==> src/rvCorePkg.sv <==
package rvCorePkg;

    typedef logic [63:0] xlenWord;
    typedef logic [31:0] instrWord;
    typedef logic [4:0]  regIndex;

    typedef enum logic [1:0] {
        aluAdd = 2'd0,
        aluSub = 2'd1,
        aluAnd = 2'd2,
        aluOr  = 2'd3
    } aluOp;

    localparam logic [6:0] opReg    = 7'b0110011;
    localparam logic [6:0] opImm    = 7'b0010011;
    localparam logic [6:0] opLoad   = 7'b0000011;
    localparam logic [6:0] opStore  = 7'b0100011;
    localparam logic [6:0] opBranch = 7'b1100011;

    localparam logic [2:0] funct3Double = 3'b011; // ld and sd
    localparam logic [2:0] funct3Eq     = 3'b000; // beq, add, sub, addi

    typedef struct packed {
        regIndex rs1;
        regIndex rs2;
        regIndex rd;
        xlenWord immediate;
        aluOp    op;
        logic    useImmediate;
        logic    regWrite;
        logic    memRead;
        logic    memWrite;
        logic    branch;
        logic    invalidOp;
    } decodedInstr;

    // One retired instruction as seen at the top
    typedef struct packed {
        logic    regWrite;
        regIndex rd;
        xlenWord writeData;
        logic    memWrite;
        xlenWord memAddr;
        xlenWord storeData;
        logic    invalidOp;
        logic    invalidMemAddr;
    } commitRecord;

endpackage

==> src/instructionDecode.sv <==
`timescale 1ns/1ps

module instructionDecode (
    input  logic                   reset,
    input  rvCorePkg::instrWord    instruction,
    output rvCorePkg::decodedInstr decoded
);

    logic [6:0] opcode;
    logic [2:0] funct3;
    logic [6:0] funct7;
    rvCorePkg::xlenWord immI;
    rvCorePkg::xlenWord immS;
    rvCorePkg::xlenWord immB;

    assign opcode = instruction[6:0];
    assign funct3 = instruction[14:12];
    assign funct7 = instruction[31:25];

    assign immI = {{52{instruction[31]}}, instruction[31:20]};
    assign immS = {{52{instruction[31]}}, instruction[31:25], instruction[11:7]};
    assign immB = {{51{instruction[31]}}, instruction[31], instruction[7],
                   instruction[30:25], instruction[11:8], 1'b0};

    always_comb begin
        decoded = '0;
        decoded.rs1 = instruction[19:15];
        decoded.rs2 = instruction[24:20];
        decoded.rd = instruction[11:7];
        decoded.op = rvCorePkg::aluAdd;
        case (opcode)
            rvCorePkg::opReg: begin
                decoded.regWrite = 1'b1;
                if (funct3 == 3'b000 && funct7 == 7'b0000000)
                    decoded.op = rvCorePkg::aluAdd;
                else if (funct3 == 3'b000 && funct7 == 7'b0100000)
                    decoded.op = rvCorePkg::aluSub;
                else if (funct3 == 3'b111 && funct7 == 7'b0000000)
                    decoded.op = rvCorePkg::aluAnd;
                else if (funct3 == 3'b110 && funct7 == 7'b0000000)
                    decoded.op = rvCorePkg::aluOr;
                else
                    decoded.invalidOp = 1'b1;
            end
            rvCorePkg::opImm: begin
                decoded.regWrite = 1'b1;
                decoded.useImmediate = 1'b1;
                decoded.immediate = immI;
                decoded.invalidOp = (funct3 != rvCorePkg::funct3Eq); // addi only
            end
            rvCorePkg::opLoad: begin
                decoded.regWrite = 1'b1;
                decoded.memRead = 1'b1;
                decoded.useImmediate = 1'b1;
                decoded.immediate = immI;
                decoded.invalidOp = (funct3 != rvCorePkg::funct3Double);
            end
            rvCorePkg::opStore: begin
                decoded.memWrite = 1'b1;
                decoded.useImmediate = 1'b1;
                decoded.immediate = immS;
                decoded.invalidOp = (funct3 != rvCorePkg::funct3Double);
            end
            rvCorePkg::opBranch: begin
                decoded.branch = 1'b1;
                decoded.op = rvCorePkg::aluSub;
                decoded.immediate = immB;
                decoded.invalidOp = (funct3 != rvCorePkg::funct3Eq); // beq only
            end
            default: decoded.invalidOp = 1'b1;
        endcase
        if (decoded.invalidOp || reset) begin // Turns into a no-op
            decoded.regWrite = 1'b0;
            decoded.memRead = 1'b0;
            decoded.memWrite = 1'b0;
            decoded.branch = 1'b0;
        end
    end

endmodule

==> config.mk <==
export PLATFORM = sky130hd
export DESIGN_NAME = instructionDecode
export DESIGN_NICKNAME = d
export VERILOG_FILES = /design/src/rvCorePkg.sv /design/src/instructionDecode.sv
export SDC_FILE = /design/constraint.sdc
export NUM_CORES = 1
export LEC_CHECK = 0
export BUFFER_PORTS_ARGS = -buffer_cell sky130_fd_sc_hd__buf_2
export CORE_MARGIN = 2
export CORE_UTILIZATION = 33
export DETAILED_ROUTE_END_ITERATION = 8
export GPL_TIMING_DRIVEN = 0
export PLACE_DENSITY = 0.85
export SYNTH_ARGS = -nofsm -noshare
export SYNTH_HDL_FRONTEND = slang
export SYNTH_SLANG_ARGS = --single-unit
==> constraint.sdc <==
create_clock -name vclk -period 3.1
set_input_delay 0.465 -clock vclk [all_inputs]
set_output_delay 0.465 -clock vclk [all_outputs]
set_load 0.1 [all_outputs]
# == Yosys cells after proc, flatten, opt, wreduce, memory -nomap -nowiden ==
# Index checks and enable logic that the tools add are counted.
# totals
register_bits,0
out_inout_bits,87
in_bits,33
# op_classes
mux,17
reduce_logical,13
n_eq_ne,9
# ops
operator,count
case mux 64 bit (3 select lines),1
"== test 7 x 6 -> 1 bit, second input constant",3
2-to-1 mux 1 bit,9
2-to-1 mux 2 bit,4
"== test 7 x 2 -> 1 bit, second input constant",1
"== test 7 x 5 -> 1 bit, second input constant",1
"== test 7 bit, second input constant",1
zero test 7 bit,1
"== test 3 bit, second input constant",2
OR reduction 2 bit,3
OR reduction 3 bit,2
logical AND 1 bit,4
2-to-1 mux 4 bit,1
case mux 2 bit (2 select lines),1
zero test 3 bit,1
"inequality test 3 x 2 -> 1 bit, second input constant",1
case mux 1 bit (3 select lines),1
nonzero test 3 bit,1
logical OR 1 bit,1

# == Longest topological paths before layout ==
# Gate-level depths: netlist of the first run.
# logic_depth
word_depth,9
ltp_mapped,5

# == Worst setup path after synthesis of the first run ==
# OpenSTA, ideal clock, no wires.
# synth_timing
path_type,input to output
startpoint,in instruction[2]
endpoint,out decoded[21] (netlist bit)
path_stages,5
t_arrival_ns,3.355
required_time_ns,2.635
setup_slack_ns,-0.720
path_cell_list,nand4bb_1 > buf_2 > a211oi_1 > and2_1 > buf_4
# synth_rtl
element,line_no,source
"start, declared",instructionDecode.sv:5,"input rvCorePkg::instrWord instruction,"
"end, declared",instructionDecode.sv:6,output rvCorePkg::decodedInstr decoded

==> flow_summary.toml, run 1 <==
[run_status]
status = "finished clean"

[route]
drtIter0Drc = 20
drtAntennaViolNets = 0
drc = 0
routed_via_density = 4.17
routedWlPerCell_um = 10.3
routed-via-count = 1151
wl_um = 2860
dr.pass1.iters = 4

[timing]
fmax_mhz = 353
min_period_ns = 2.83
slew_viol_final = 0
final.period_utilization = 0.913
hold_viol = 0
rsz0062_at_grt = "false"
tightestPinTransition_ns = 0.491
setup_tns_ns = 0
maxSlewHeadroom = 0.672
setup_viol = 0

[layout]
drive_gt1_frac = 0.789
nFlopsAndLatches = 0
final_common_cell = "buf_2"
seq_area_um2 = 0
multiInputGateArea_um2 = 412
final_net_count = 281
fillers = 255
antenna_cells = 0
area_delta_synth_final_pct = 73.2
final_cell_mix = "117 x buf_2, 67 x buf_4, 12 x nor2_1"
stdcell_count = 276
nClkBuffers = 0

[die]
num_io_pins = 120
die_area_um2 = 3140
rows = 18
core_region_area_um2 = 2520
die_y_um = 56.0
die_w_um = 56.0
initial_utilization = 0.354

[synthesis]
synth_nets = 163
ys_warn_count = 0
yosysSeqAreaShare = 0
syn_area_um2 = 892
post_synth_num_cell_types = 27
synth_cells = 130
avgSynthCellArea_um2 = 6.86

[worst_setup_path]
worstPathArrival_ns = 2.37
required_ns = 2.63
crit_path_frequent_cell = "buf_2"
start_kind = "input port"
crit_family = "buffers and inverters"
critPathMaxFanout = 26
critPathMaxStageDelay_ns = 0.47
cp-end-kind = "output port"
slowest_stage = "a211oi_2"
path_cells = "buf_2, nand4bb_1, buf_2, a211oi_2, and2_4, buf_4, buf_2"
critPathKind = "input port to output port"
crit_buf_inv = 4

[pwr]
p_per_area_nw_per_um2 = 163
ir_worst_vdd_mv = 0.160
p_leak_nw = 1.03

[worst_hold_path]
min_path_type = "input port to output port"

[global_route]
antenna_found_initial = 0
grt_pass1_wl_um = 4080
grt_pass1_vias = 901
grt_max_degree = 53
grt_usage = 0.150
overflow = 0

[flow_run]
drv_cap = 0

[placed_design]
place.gp.congestion = 0.791
place_hpwl_um = 2350
post-place-cells = 275
port_buffers = 115

[clock_network]
postCtsSetupBuffers = 0
## logic make-up after synthesis
logic type             share of synthesized area
AO/OA/AOI/OAI                              0.130
multiplexers                              0.0224
AND/OR/NAND/NOR                            0.264
buffers and inverters                      0.583
## cell usage after synthesis (2+ instances only)
library cell / instances / area share
mux2i_1: 2 / 0.022
a22oi_1: 5 / 0.042
nor2_1: 12 / 0.050
buf_4: 67 / 0.56
a21oi_1: 4 / 0.022
nor3_1: 5 / 0.028
nand4_1: 2 / 0.014
nand2_1: 2 / 0.0084
nor2b_1: 4 / 0.028
clkbuf_1: 2 / 0.0084
and2_1: 7 / 0.049
a211oi_1: 2 / 0.017
buf_2: 2 / 0.011
## final cells by class
type               instances  share of cell area
multi-input cells         60               0.266
plain buffers             71               0.337
repair buffers           115               0.372
well taps                 30              0.0243
## report_power, final
group,internal (mW),switching [mW]
registers,0,0
clock network,0,0
logic,0.0593,0.193
## stage by stage
stage / setup slack, ns / total power [mW] / hold WS [ns] / util / instance area (um^2)
2_1_floorplan: -0.167 / 0.204 / 1.11 / - / 917
3_3_place_gp: -0.263 / 0.249 / 1.31 / 0.607 / 1530
3_5_place_dp: -0.347 / 0.252 / 1.31 / 0.607 / 1530
4_1_cts: 0.147 / 0.252 / 1.31 / 0.609 / 1540
5_1_grt: 0.0882 / 0.262 / 1.32 / 0.613 / 1550
6_report: 0.269 / 0.252 / 1.31 / 0.613 / 1550
## repair_timing
action	4_1_cts	5_1_grt
gates cloned	0	1
resized for setup	2	1
hold buffers	0	0
endpoints found under the setup margin	52	51
## layer usage
metal | share of wire | vias up | track usage
met5 | 0 | - | 0
met4 | 0 | 0 | 0.00680
met3 | 0.084 | 0 | 0.0256
met2 | 0.52 | 56 | 0.294
met1 | 0.40 | 493 | 0.175
li1 | - | 602 | -
## path summary, 6_finish.rpt
kind	cells past startpoint	slack [ns]	endpoint	start
hold / removal	2	1.31	decoded[83]	instruction[16]
setup / recovery	7	0.27	decoded[31]	instruction[2]
Power figures use the tool's default switching activity.
==> inputs of run 2 (changes only) <==
--- a/config.mk
+++ b/config.mk
@@ -6,6 +6,7 @@
 export NUM_CORES = 1
 export LEC_CHECK = 0
 export BUFFER_PORTS_ARGS = -buffer_cell sky130_fd_sc_hd__buf_2
+export CORE_ASPECT_RATIO = 1.75
 export CORE_MARGIN = 2
 export CORE_UTILIZATION = 33
 export DETAILED_ROUTE_END_ITERATION = 8
==> flow_summary.toml, run 2 (synthesis results as in run 1) <==
[timing]
setup_tns_ns = 0
setup_viol = 0
hold_viol = 0
whs_ns = 1.31
fmax_mhz = 357
fin_ws_ns = 0.299
final.period_utilization = 0.903
slew_viol_final = 0
maxSlewHeadroom = 0.665
tightestPinTransition_ns = 0.506
min_period_ns = 2.80
rsz0062_at_grt = "false"

[route]
drtAntennaViolNets = 0
drtIter0Drc = 12
routed-via-count = 1164
routed_via_density = 4.26
wl_um = 2860
drc = 0
dr.pass1.iters = 4
routedWlPerCell_um = 10.5

[die]
initial_utilization = 0.340
rows = 25
die_w_um = 43.3
die_y_um = 72.8
core_region_area_um2 = 2630
num_io_pins = 120
die_area_um2 = 3150

[pwr]
ir_worst_vdd_mv = 0.166
finalPower_mw = 0.252
p_per_area_nw_per_um2 = 164
p_leak_nw = 1.03

[clock_network]
postCtsHoldBufs = 0
postCtsSetupBuffers = 0

[layout]
drive_gt1_frac = 0.789
post-route-util = 0.587
final_cell_mix = "117 x buf_2, 67 x buf_4, 12 x nor2_1"
final_net_count = 281
nFlopsAndLatches = 0
finish.instance_area_um2 = 1540
stdcell_count = 273
antenna_cells = 0
nClkBuffers = 0
seq_area_um2 = 0
final_common_cell = "buf_2"
area_delta_synth_final_pct = 72.8

[worst_setup_path]
critPathMaxFanout = 26
slowest_stage = "a211oi_2"
required_ns = 2.63
crit_family = "buffers and inverters"
critPathMaxStageDelay_ns = 0.44
worstPathArrival_ns = 2.34
cp-end-kind = "output port"
path_cells = "buf_2, nand4bb_1, buf_2, a211oi_2, and2_4, buf_4, buf_2"
crit_path_frequent_cell = "buf_2"
critPathKind = "input port to output port"
start_kind = "input port"
crit_buf_inv = 4

[placed_design]
post-place-cells = 272
place.gp.congestion = 0.840
place_hpwl_um = 2470
preCtsSetupSlack_ns = -0.335
placed_area_um2 = 1530
port_buffers = 115

[worst_hold_path]
min_path_type = "input port to output port"

[global_route]
grt_use_met2 = 0.320
grt.busiest_layer = "met2"
antenna_found_initial = 0
met3_usage = 0.0371
grt.met1_usage = 0.164
grt_pass1_wl_um = 4170
overflow = 0
grt_max_degree = 27
grt_usage = 0.158
grt_pass1_vias = 928

[flow_run]
drv_cap = 0

[run_status]
status = "finished clean"
-- run 2: cell counts in the layout (fill, tap and decap cells not counted) --
Identical to the previous run, type by type.
-- run 2: routing by layer --
layer	part of all wire	up-vias	wire length, um
li1	-	605	-
met1	0.34	484	968
met2	0.53	73	1530
met3	0.12	2	347
met4	0.0049	0	14
met5	0	-	0
-- run 2: what timing repair did --
action                     CTS  global route
cloned                       1             0
resized for setup            2             1
setup endpoints to repair   52            21
-- run 2: final timing paths --
check	startpoint	end	slack, ns	cells past startpoint
max	instruction[2]	decoded[30]	0.30	7
min	instruction[19]	decoded[86]	1.31	2
-- run 2: layout make-up --
class / count / area [um^2]
Multi-Input combinational cell: 60 / 412
Fill cell: 272 / 1090
Timing Repair Buffer: 115 / 576
Tap cell: 27 / 33.8
Buffer: 71 / 520
-- run 2: power by group --
group          switching (mW)  internal (mW)
combinational           0.193         0.0593
clock                       0              0
sequential                  0              0
==> inputs of run 3 (changes only) <==
--- a/config.mk
+++ b/config.mk
@@ -11,7 +11,7 @@
 export CORE_UTILIZATION = 33
 export DETAILED_ROUTE_END_ITERATION = 8
 export GPL_TIMING_DRIVEN = 0
-export PLACE_DENSITY = 0.85
+export PLACE_DENSITY_LB_ADDON = 0.1
 export SYNTH_ARGS = -nofsm -noshare
 export SYNTH_HDL_FRONTEND = slang
 export SYNTH_SLANG_ARGS = --single-unit
==> flow_summary.toml, run 3 (synthesis results as in run 1) <==
[die]
rows = 25
die_w_um = 43.3
num_io_pins = 120
die_y_um = 72.8
core_region_area_um2 = 2630
initial_utilization = 0.340
die_area_um2 = 3150

[worst_setup_path]
crit_path_end = "decoded[22]"
crit_start = "instruction[2]"
cp-end-kind = "output port"
critPathKind = "input port to output port"
start_kind = "input port"
critPathMaxStageDelay_ns = 0.43
crit_path_frequent_cell = "buf_2"
path_cells = "buf_2, nand4bb_1, buf_2, a211oi_2, and2_4, buf_4, buf_2"
required_ns = 2.63
critPathMaxFanout = 26
worstPathArrival_ns = 2.31
slowest_stage = "a211oi_2"

[timing]
fin_ws_ns = 0.325
setup_viol = 0
hold_viol = 0
maxSlewHeadroom = 0.664
min_period_ns = 2.78
slew_viol_final = 0
rsz0062_at_grt = "false"
final.period_utilization = 0.895
fmax_mhz = 360
tightestPinTransition_ns = 0.504

[worst_hold_path]
min_path_type = "input port to output port"

[pwr]
ir_worst_vdd_mv = 0.130
p_leak_nw = 1.03
p_per_area_nw_per_um2 = 163

[route]
routedWlPerCell_um = 9.68
dr.pass1.iters = 4
routed_via_density = 4.23
drtIter0Drc = 9
drc = 0
routed-via-count = 1154
drtAntennaViolNets = 0
wl_um = 2640

[layout]
nClkBuffers = 0
seq_area_um2 = 0
finish.instance_area_um2 = 1540
final_net_count = 281
final_common_cell = "buf_2"
fillers = 270
final_cell_mix = "117 x buf_2, 67 x buf_4, 12 x nor2_1"
multiInputGateArea_um2 = 412
antenna_cells = 0
drive_gt1_frac = 0.789
nFlopsAndLatches = 0
area_delta_synth_final_pct = 72.8

[global_route]
grt_pass1_vias = 911
grt_max_degree = 27
grt_usage = 0.146
grt.busiest_layer = "met2"
overflow = 0
met3_usage = 0.0347
antenna_found_initial = 0
grt_pass1_wl_um = 3870
grt_use_met2 = 0.290
grt.met1_usage = 0.155

[run_status]
status = "finished clean"

[clock_network]
postCtsSetupBuffers = 0
postCtsHoldBufs = 0

[flow_run]
drv_cap = 0

[placed_design]
place_hpwl_um = 2160
port_buffers = 115
placed_area_um2 = 1530
place.gp.congestion = 0.839
preCtsSetupSlack_ns = -0.326
==> run 3: per-layer routing <==
| layer | vias up | wire, um | part of all wire |
|---|---|---|---|
| met2 | 79 | 1350 | 0.51 |
| met3 | 0 | 354 | 0.13 |
| met1 | 471 | 938 | 0.35 |
| met5 | - | 0 | 0 |
| met4 | 0 | 0 | 0 |
| li1 | 604 | - | - |
==> run 3: critical path: cells and delay by family <==
kind / cells / cell delay, ns
AND/OR/NAND/NOR: 2 / 0.55
AO/OA/AOI/OAI: 1 / 0.43
buffers and inverters: 4 / 0.85
==> run 3: power by group <==
part	leakage, nW	total, mW	internal, mW	switching (mW)
Sequential	0	0	0	0
Clock	0	0	0	0
Combinational	1.03	0.252	0.0593	0.193
Total	1.03	0.252	0.0593	0.193
==> run 3: layout make-up <==
cell class / instances / share of cell area
buffer: 71 / 0.338
multi-input combinational: 60 / 0.267
tap: 27 / 0.0219
timing repair buffer: 115 / 0.373
==> run 3: what timing repair did <==
item | CTS | global route
endpoints found under the setup margin | 52 | 6
gates cloned | 1 | 0
resized for setup | 2 | 1
==> run 3: how the worst min path moves through the flow <==
stage	cells past startpoint	endpoint	start	slack (ns)
floorplan	1	decoded[1]	instruction[14]	1.11
global placement	2	decoded[85]	instruction[18]	1.31
detailed placement	2	decoded[83]	instruction[16]	1.31
CTS	2	decoded[83]	instruction[16]	1.31
global route	2	decoded[85]	instruction[18]	1.32
finish	2	decoded[83]	instruction[16]	1.31
==> run 3: stage by stage <==
stage	hold WS (ns)	instances	util	total power, mW	setup TNS (ns)
6_report	1.31	273	0.587	0.252	0
5_1_grt	1.32	273	0.587	0.262	0
4_1_cts	1.31	273	0.586	0.253	0
3_5_place_dp	1.31	272	0.581	0.251	-16.47
3_3_place_gp	1.31	272	0.581	0.250	-15.58
2_1_floorplan	1.11	130	-	0.204	-0.167
